[config.mk]
export PLATFORM = sky130hd
export DESIGN_NAME = vertex_assembler
export DESIGN_NICKNAME = d
export VERILOG_FILES = /design/src/rtl/graph_stream_pkg.sv /design/src/rtl/vertex_assembler.sv
export VERILOG_INCLUDE_DIRS = /design/src /design/src/rtl
export SDC_FILE = /design/constraint.sdc
export NUM_CORES = 1
export LEC_CHECK = 0
export BUFFER_PORTS_ARGS = -buffer_cell sky130_fd_sc_hd__buf_2
export CAP_MARGIN = 25
export CORE_ASPECT_RATIO = 0.75
export CORE_UTILIZATION = 31
export CTS_CLUSTER_DIAMETER = 100
export DETAILED_ROUTE_END_ITERATION = 12
export PLACE_DENSITY_LB_ADDON = 0.25
export SYNTH_ARGS = -nofsm -noshare
export SYNTH_HDL_FRONTEND = slang
export SYNTH_SLANG_ARGS = --single-unit
[constraint.sdc]
create_clock -name clock -period 0.8 [get_ports clock]
set_input_delay 0 -clock clock [delete_from_list [all_inputs] [get_ports clock]]
set_output_delay 0 -clock clock [all_outputs]
set_load 0.02 [all_outputs]
[src/rtl/graph_stream_params.svh]
// Widths assume a 512-bit line split in two 256-bit halves and at most 32 words per line
`ifndef GRAPH_STREAM_PARAMS_SVH
`define GRAPH_STREAM_PARAMS_SVH

// ----------------------------------------------------------------------------
// Line geometry
// ----------------------------------------------------------------------------

// One response channel carries half of a cache line
`define GS_HALF_BITS 256
`define GS_LINE_BITS (2 * `GS_HALF_BITS)

// Offset and count of a command, wide enough to hold 32
`define GS_COUNT_BITS 6

// ----------------------------------------------------------------------------
// Structure tags
// ----------------------------------------------------------------------------

`define GS_TAG_BITS 2

// Tag 0 is unused and tag 3 belongs to other structures
`define GS_TAG_DEGREE   2'd1
`define GS_TAG_EDGE_IDX 2'd2

`endif

[src/rtl/graph_stream_pkg.sv]
// Shared word and bus types; field order sets the bit layout seen by the testbench
`include "graph_stream_params.svh"

package graph_stream_pkg;

	// Payload words sliced out of a line
	typedef logic [15:0] degree_t;
	typedef logic [31:0] edge_idx_t;

	// ------------------------------------------------------------------------
	// Memory response channel
	// ------------------------------------------------------------------------

	// Command tag echoed with each half of a line, 14 bits
	typedef struct packed {
		logic [`GS_TAG_BITS-1:0]   structure;
		logic [`GS_COUNT_BITS-1:0] offset;
		logic [`GS_COUNT_BITS-1:0] count;
	} read_cmd_t;

	// One half-line response, 271 bits
	typedef struct packed {
		logic                     valid;
		read_cmd_t                cmd;
		logic [`GS_HALF_BITS-1:0] data;
	} read_response_t;

	// ------------------------------------------------------------------------
	// Output record
	// ------------------------------------------------------------------------

	// 50 bits, last marks the final pair of a job
	typedef struct packed {
		logic      valid;
		logic      last;
		degree_t   degree;
		edge_idx_t edge_idx;
	} vertex_record_t;

endpackage

[src/rtl/vertex_assembler.sv]
// Both streams must start in the same cycle; records are never stalled
`timescale 1ns/1ps

module vertex_assembler import graph_stream_pkg::*; (
	input  logic           clock,
	input  logic           rstn,
	input  logic           enabled,
	input  logic           degree_pending,
	input  logic           edge_pending,
	input  degree_t        degree_word,
	input  logic           degree_valid,
	input  edge_idx_t      edge_word,
	input  logic           edge_valid,
	output logic           start,
	output logic           clear,
	output vertex_record_t record
);

	logic      both_pending;
	logic      both_pending_q;
	logic      rec_valid;
	logic      rec_last;
	degree_t   rec_degree;
	edge_idx_t rec_edge;

	// ------------------------------------------------------------------------
	// Job control
	// ------------------------------------------------------------------------

	assign both_pending = degree_pending && edge_pending;

	// First pending to fall ends the job for both units
	assign clear = both_pending_q && !both_pending;
	assign start = enabled && both_pending && !clear;

	always_ff @(posedge clock or negedge rstn) begin
		if (!rstn) begin
			both_pending_q <= 1'b0;
		end else begin
			both_pending_q <= both_pending;
		end
	end

	// ------------------------------------------------------------------------
	// Record packing
	// ------------------------------------------------------------------------

	always_ff @(posedge clock or negedge rstn) begin
		if (!rstn) begin
			rec_valid <= 1'b0;
			rec_last  <= 1'b0;
		end else begin
			rec_valid <= degree_valid && edge_valid;
			// A pair seen after a pending fell came from the final read
			rec_last  <= degree_valid && edge_valid && !both_pending;
		end
	end

	always_ff @(posedge clock) begin
		rec_degree <= degree_word;
		rec_edge   <= edge_word;
	end

	assign record = '{
		valid:    rec_valid,
		last:     rec_last,
		degree:   rec_degree,
		edge_idx: rec_edge
	};

	// Streams read in lockstep so their words arrive together
	a_aligned: assert property (@(posedge clock) disable iff (!rstn)
		degree_valid == edge_valid)
		else $error("degree and edge words out of step");

endmodule

==> results of run 1 <==
[what timing repair did]
item	in CTS	in global routing
endpoints found under the hold margin	53	0
cloned	0	0
resized for setup	6	36
endpoints found under the setup margin	3	32
hold buffers	52	0
[how the worst max path moves through the flow]
stage / slack, ns / end
CTS: -0.11 / clear
global route: -0.15 / clear
floorplan: 0.31 / clear
detailed placement: 0.20 / clear
global placement: 0.20 / clear
finish: -0.09 / clear
[synthesized netlist by cell type]
library cell / instances / area, µm²
and3_1: 1 / 6.260
and2_4: 2 / 17.52
dfrtp_1: 3 / 75.07
nor2b_4: 2 / 27.53
dfxtp_1: 48 / 960.9
buf_4: 2 / 15.01
[report_power, final]
part,internal [W],total [W],switching (W)
sequential,0.00268,0.00272,0.0000377
clock,0.000786,0.00153,0.000746
combinational,0.000418,0.000731,0.000313
[cell type report]
type / instances / area (µm²) / share of cell area
tap: 40 / 50.05 / 0.02086
clock inverter: 1 / 7.507 / 0.003128
clock buffer: 7 / 96.34 / 0.04015
multi-input combinational: 5 / 51.30 / 0.02138
timing repair buffer: 158 / 1154 / 0.4807
sequential: 51 / 1041 / 0.4338
[through the flow]
stage / cell area, µm² / utilization / TNS [ns] / hold slack (ns) / total power [W]
finish: 2400 / 0.7200 / -0.09067 / 0.04081 / 0.004978
global route: 2400 / 0.7200 / -0.2403 / 0.02268 / 0.005232
CTS: 2311 / 0.6933 / -0.1180 / 0.01891 / 0.004954
detailed placement: 1668 / 0.5004 / 0 / -0.2007 / 0.003225
global placement: 1668 / 0.5004 / 0 / -0.2034 / 0.003217
floorplan: 1102 / - / 0 / -0.2956 / 0.002978
[registers in the layout, indices dropped and copies added, names as in the netlist]
| register | flops |
|---|---|
| both_pending_q | 1 |
| rec_degree | 16 |
| rec_valid | 1 |
| rec_last | 1 |
| rec_edge | 32 |
[per-layer routing]
metal	vias to the layer above	share of wire
met1	443	0.36
met4	0	0
met2	73	0.53
li1	499	-
met3	0	0.11
met5	-	0
[cell families (layout without fill, tap and decap cells)]
family,Yosys count,count (layout)
buffers and inverters,2,166
AND/OR/NAND/NOR,5,5
flip-flops,51,51
[layout by cell type, fill, tap and decap left out]
cell type,instances
and2_4,2
clkinvlp_4,1
dfxtp_2,4
dlygate4sd3_1,52
clkbuf_8,7
nor2b_4,2
buf_2,74
buf_6,6
buf_4,26
and3_1,1
dfxtp_1,44
dfrtp_1,3
==> results.sh, run 1 <==
export IMPL_synthMuxAreaShare=0
export IMPL_maxSlewViolCount=0
export IMPL_finalCriticalPeriod_ns=0.8907
export IMPL_path_cells="nor2b_4 > buf_6"
export IMPL_synth_area_mm2=0.001102
export IMPL_grt_pass1_wl_um=4574
export IMPL_status="complete, but fails checks"
export IMPL_num_io_pins=107
export IMPL_critPathTopFamily="flip-flops"
export IMPL_path_clk_slew_ns=0.08
export IMPL_io_buffers=106
export IMPL_peakVddDrop_v=0.001416
export IMPL_overflow=0
export IMPL_cts_num_sinks=51
export IMPL_syn2layout_area_growth_pct=117.7
export IMPL_synth_top_family_by_area="simple AND/OR/NAND/NOR gates"
export IMPL_drc_errors=20
export IMPL_synthSimpleGateAreaFrac=0.04654
export IMPL_start_util=0.3307
export IMPL_core_mm2=0.003333
export IMPL_grtUsageMet2=0.3317
export IMPL_use_met1=0.1608
export IMPL_syn_inst=58
export IMPL_timing_fmax_mhz=1123
export IMPL_wl_per_cell_um=12.42
export IMPL_end_kind="output pin"
export IMPL_ys_types=6
export IMPL_die_area_mm2=0.003801
export IMPL_gp_congestion=0.6461
export IMPL_synth_xor_area_frac=0
export IMPL_setup_violations_final=1
export IMPL_violations="DRC, setup timing"
export IMPL_crit_slowest_cell="dfrtp_1"
export IMPL_p_per_area_mw_per_mm2=2074
export IMPL_crit_type="reg -> out"
export IMPL_synth_area_per_cell_um2=19.01
export IMPL_via_count=1015
export IMPL_std_cell_rows=18
export IMPL_crit_path_start_kind="flip-flop"
export IMPL_dp_cells=202
export IMPL_pre_cts_ws_ns=0.1952
export IMPL_first_pass_iters=8
export IMPL_ys_seq_elements=51
export IMPL_synth_adder_area_share=0
export IMPL_numCtsBuffers=5
export IMPL_slew_headroom=0.9193
export IMPL_htree_levels=2
export IMPL_grt_busiest_layer="met2"
export IMPL_worstMarginPinSlew_ns=0.1219
export IMPL_grt_max_degree=16
export IMPL_cp_max_fo=1
export IMPL_fill_cells=213
export IMPL_ys_warn_count=0
export IMPL_via_per_inst=3.874
export IMPL_grt_total_usage=0.1688
export IMPL_root_buffer="clkbuf_8"
export IMPL_worst_path_buf_inv=1
export IMPL_hold_violations=0
export IMPL_die_h_um=53.64
export IMPL_die_w_um=70.86
export IMPL_layout_drive_gt1_share=0.5495
export IMPL_layout_setup_ws_ns=-0.09067
export IMPL_maxCapViolCount=0
export IMPL_p_leak_nw=1.193
export IMPL_ys_seq_area_frac=0.9398
export IMPL_clk_path_buf_depth=2
export IMPL_min_period_over_period=1.113
export IMPL_arrival_ns=0.89
export IMPL_synth_compound_area_frac=0
export IMPL_rsz0062_at_grt="yes"
export IMPL_grtUsageMet3=0.08052
export IMPL_nets=276
export IMPL_final_antenna_net_count=0
export IMPL_cpPeakStageDelay_ns=0.37
export IMPL_postCtsSetupBuffers=0
export IMPL_hp_class="in -> async"
export IMPL_layout_cells_non_filler=262
export IMPL_syn_num_nets=113
export IMPL_critical_path_depth=2
export IMPL_drtIter0Drc=53
export IMPL_routed_wl_um=3254
export IMPL_cts_tree="yes"
export IMPL_antennaDiodeCount=0
export IMPL_cp_required_ns=0.80
export IMPL_crit_start="both_pending_q"
export IMPL_antenna_found_initial=0
export IMPL_grt_pass1_vias=1040
Power figures use the tool's default switching activity.
==> run 2: changes to the inputs <==
CORE_UTILIZATION = 34   (was 31)
clock period = 1 ns   (was 0.8 ns; I/O delays follow)
==> results.sh, run 2 (synthesized netlist as in run 1, its figures left out) <==
export IMPL_routed_wl_um=3193
export IMPL_clk_path_buf_depth=2
export IMPL_hold_violations=0
export IMPL_cp_required_ns=1.00
export IMPL_regMostFlops="rec_edge"
export IMPL_end_kind="output pin"
export IMPL_die_w_um=67.75
export IMPL_start_util=0.3650
export IMPL_whs_ns=0.02308
export IMPL_wl_per_cell_um=12.23
export IMPL_first_pass_iters=6
export IMPL_htree_levels=2
export IMPL_worstMarginPinSlew_ns=0.1489
export IMPL_overflow=0
export IMPL_drc_errors=0
export IMPL_stdcell_area_mm2=0.002287
export IMPL_antennaDiodeCount=0
export IMPL_timing_fmax_mhz=1075
export IMPL_p_leak_nw=1.162
export IMPL_postCtsSetupBuffers=0
export IMPL_die_h_um=51.31
export IMPL_via_per_inst=3.870
export IMPL_power_w=0.003856
export IMPL_finalCriticalPeriod_ns=0.9304
export IMPL_reg_top3="rec_edge (32), rec_degree (16)"
export IMPL_core_mm2=0.003020
export IMPL_final_setup_tns_ns=0
export IMPL_rsz0062_at_grt="no"
export IMPL_largest_reg_flops=32
export IMPL_cts_num_sinks=51
export IMPL_crit_path_start_kind="flip-flop"
export IMPL_path_clk_slew_ns=0.08
export IMPL_min_period_over_period=0.9304
export IMPL_maxSlewViolCount=0
export IMPL_die_area_mm2=0.003476
export IMPL_critPathCapture="clear"
export IMPL_layout_commonest_cell="buf_2"
export IMPL_numCtsBuffers=5
export IMPL_gp_congestion=0.6471
export IMPL_cp_max_fo=1
export IMPL_hp_class="in -> reg"
export IMPL_arrival_ns=0.93
export IMPL_peakVddDrop_v=0.001207
export IMPL_grt_total_usage=0.1990
export IMPL_setup_violations_final=0
export IMPL_post_dp_cell_area_mm2=0.001665
export IMPL_syn2layout_area_growth_pct=107.5
export IMPL_drtIter0Drc=18
export IMPL_final_antenna_net_count=0
export IMPL_p_per_area_mw_per_mm2=1686
export IMPL_grt_max_degree=16
export IMPL_crit_type="reg -> out"
export IMPL_layout_common_cells="buf_2, dlygate4sd3_1, dfxtp_1"
export IMPL_antenna_found_initial=0
export IMPL_via_count=1010
export IMPL_fill_cells=195
export IMPL_grt_pass1_wl_um=4685
export IMPL_crit_start="both_pending_q"
export IMPL_io_buffers=106
export IMPL_layout_drive_gt1_share=0.5247
export IMPL_maxCapViolCount=0
export IMPL_slew_headroom=0.9004
export IMPL_status="completed"
export IMPL_nets=277
export IMPL_cts_tree="yes"
export IMPL_grt_pass1_vias=1073
export IMPL_std_cell_rows=17
export IMPL_num_io_pins=107
export IMPL_root_buffer="clkbuf_8"
run 2: cell types whose count changed in the layout (fill, tap and decap cells not counted), sizes merged:
cell         before  now
clkinv            0    1
clkinvlp          1    0
dlygate4sd3      52   53
run 2: worst max-delay path, cell delays in order (launching register included):
cell and delay, ns:
dfrtp_1 0.37, nor2b_4 0.12, buf_2 0.15
run 2: what timing repair did:
action	in CTS	in global routing
hold endpoints to repair	53	0
hold buffers	53	0
gates resized for setup	0	0
run 2: worst min-delay path by stage:
stage | endpoint | slack (ns) | depth (start not counted) | startpoint
finish | rec_last | 0.02 | 3 | edge_pending
global route | rec_last | 0.01 | 3 | edge_pending
CTS | rec_last | 0.005 | 3 | edge_pending
detailed placement | both_pending_q | -0.20 | 1 | rstn
global placement | rec_last | -0.21 | 1 | rstn
floorplan | both_pending_q | -0.30 | 0 | rstn
run 2: per-stage QoR:
step                setup slack [ns]  instances  utilization
global placement              0.4056        200       0.5514
CTS                          0.04702        261       0.7572
detailed placement            0.3903        200       0.5514
floorplan                     0.5136         58            -
global route                 0.02506        261       0.7572
finish                       0.06958        261       0.7572
run 2: layout make-up:
class	count	area (µm²)	area share
clock buffers	7	86.33	0.03775
clock inverters	1	5.005	0.002188
multi-input cells	5	51.30	0.02243
flip-flops and latches	51	1036	0.4530
well taps	38	47.55	0.02079
repair buffers	159	1061	0.4639
run 2: layer usage:
metal | vias to the layer above | track usage | share of wire
met1 | 429 | 0.1766 | 0.36
met3 | 5 | 0.1027 | 0.14
met5 | - | 0 | 0
li1 | 501 | - | -
met2 | 75 | 0.3581 | 0.49
met4 | 0 | 0.1064 | 0.014
run 2: power breakdown:
group | internal (W) | switching [W] | leakage, nW
registers | 0.00214 | 0.0000260 | 0.444
clock network | 0.000558 | 0.000593 | 0.0482
logic | 0.000292 | 0.000247 | 0.670
total | 0.00299 | 0.000866 | 1.16
==> run 3: changes to the inputs <==
SETUP_SLACK_MARGIN = 0.15   (was default)
==> results.sh, run 3 (synthesized netlist as in run 1, its figures left out) <==
export IMPL_peakVddDrop_v=0.001207
export IMPL_via_count=1008
export IMPL_layout_common_cells="buf_2, dlygate4sd3_1, dfxtp_1"
export IMPL_antenna_found_initial=0
export IMPL_io_buffers=106
export IMPL_cp_max_fo=1
export IMPL_start_util=0.3650
export IMPL_seq_power_share=0.560
export IMPL_timing_fmax_mhz=1099
export IMPL_fill_cells=192
export IMPL_layout_drive_gt1_share=0.5247
export IMPL_slew_headroom=0.9004
export IMPL_crit_type="reg -> out"
export IMPL_path_clk_slew_ns=0.08
export IMPL_reg_top3="rec_edge (32), rec_degree (16)"
export IMPL_regMostFlops="rec_edge"
export IMPL_min_period_over_period=0.9095
export IMPL_rsz0062_at_grt="yes"
export IMPL_hp_class="in -> reg"
export IMPL_switchingPower_w=0.0008682
export IMPL_via_per_inst=3.862
export IMPL_wl_per_cell_um=12.25
export IMPL_first_pass_iters=6
export IMPL_core_mm2=0.003020
export IMPL_whs_ns=0.02280
export IMPL_grt_pass1_wl_um=4671
export IMPL_stdcell_area_mm2=0.002308
export IMPL_cp_required_ns=1.00
export IMPL_crit_path_start_kind="flip-flop"
export IMPL_maxCapViolCount=0
export IMPL_status="completed"
export IMPL_post_dp_cell_area_mm2=0.001665
export IMPL_postCtsSetupBuffers=0
export IMPL_largest_reg_flops=32
export IMPL_nets=277
export IMPL_die_h_um=51.31
export IMPL_clkPwrFrac=0.298
export IMPL_p_leak_nw=1.166
export IMPL_utilization=0.7643
export IMPL_combPwrFrac=0.142
export IMPL_setup_violations_final=0
export IMPL_switching_share=0.2245
export IMPL_antennaDiodeCount=0
export IMPL_cts_num_sinks=51
export IMPL_end_kind="output pin"
export IMPL_grt_pass1_vias=1070
export IMPL_overflow=0
export IMPL_final_setup_tns_ns=0
export IMPL_final_antenna_net_count=0
export IMPL_gp_congestion=0.6471
export IMPL_finalCriticalPeriod_ns=0.9095
export IMPL_numCtsBuffers=5
export IMPL_routed_wl_um=3198
export IMPL_syn2layout_area_growth_pct=109.4
export IMPL_p_int_w=0.002999
export IMPL_drtIter0Drc=19
export IMPL_die_w_um=67.75
export IMPL_arrival_ns=0.91
export IMPL_std_cell_rows=17
export IMPL_cts_tree="yes"
export IMPL_layout_commonest_cell="buf_2"
export IMPL_grt_max_degree=16
export IMPL_grt_total_usage=0.1986
export IMPL_clk_path_buf_depth=2
export IMPL_worstMarginPinSlew_ns=0.1490
export IMPL_p_per_area_mw_per_mm2=1675
export IMPL_drc_errors=0
export IMPL_die_area_mm2=0.003476
export IMPL_layout_cells_non_filler=261
export IMPL_maxSlewViolCount=0
export IMPL_htree_levels=2
export IMPL_root_buffer="clkbuf_8"
export IMPL_hold_violations=0
export IMPL_dp_cells=200
export IMPL_num_io_pins=107
[run 3: routing by layer]
metal	global-route usage	vias up	routed length, µm
met1	0.1751	427	1158
met4	0.1064	0	46
met3	0.1027	5	436
li1	-	501	-
met2	0.3581	75	1557
met5	0	-	0
[run 3: power groups by stage]
stage	Sequential (W)	Combinational [W]	Clock, W
detailed placement	0.00221	0.000372	0
floorplan	0.00235	0.0000340	0
CTS	0.00216	0.000533	0.00120
global placement	0.00221	0.000366	0
finish	0.00217	0.000548	0.00115
global route	0.00218	0.000585	0.00127
[run 3: per-stage QoR]
stage | power [W] | setup slack (ns)
after floorplan | 0.002383 | 0.5136
final | 0.003867 | 0.09048
after detailed placement | 0.002581 | 0.3903
after global placement | 0.002574 | 0.4056
after CTS | 0.003896 | 0.06920
after global routing | 0.004029 | 0.04688
[run 3: repair_timing]
item                                    in CTS  in global routing
gates resized for setup                      2                  5
endpoints found under the setup margin       1                  4
hold endpoints to repair                    53                  0
hold buffers                                53                  0
pin swaps                                    0                  0
[run 3: layout make-up]
class / instances / area (µm²) / area share
well taps: 38 / 47.55 / 0.02060
flip-flops and latches: 51 / 1036 / 0.4488
clock inverters: 1 / 5.005 / 0.002168
multi-input cells: 5 / 51.30 / 0.02222
clock buffers: 7 / 86.33 / 0.03740
repair buffers: 159 / 1082 / 0.4688
[run 3: final timing paths]
path | end | slack (ns) | cells after the start | startpoint
setup / recovery | clear | 0.09 | 2 | both_pending_q
hold / removal | rec_last | 0.02 | 3 | edge_pending
max in group asynchronous | rec_last | 0.28 | 3 | rstn
min in group asynchronous | rec_valid | 0.57 | 3 | rstn
[run 3: worst max-delay path, stage by stage (launching register included)]
cell,delay (ns)
dfrtp_1,0.37
nor2b_4,0.12
buf_6,0.12
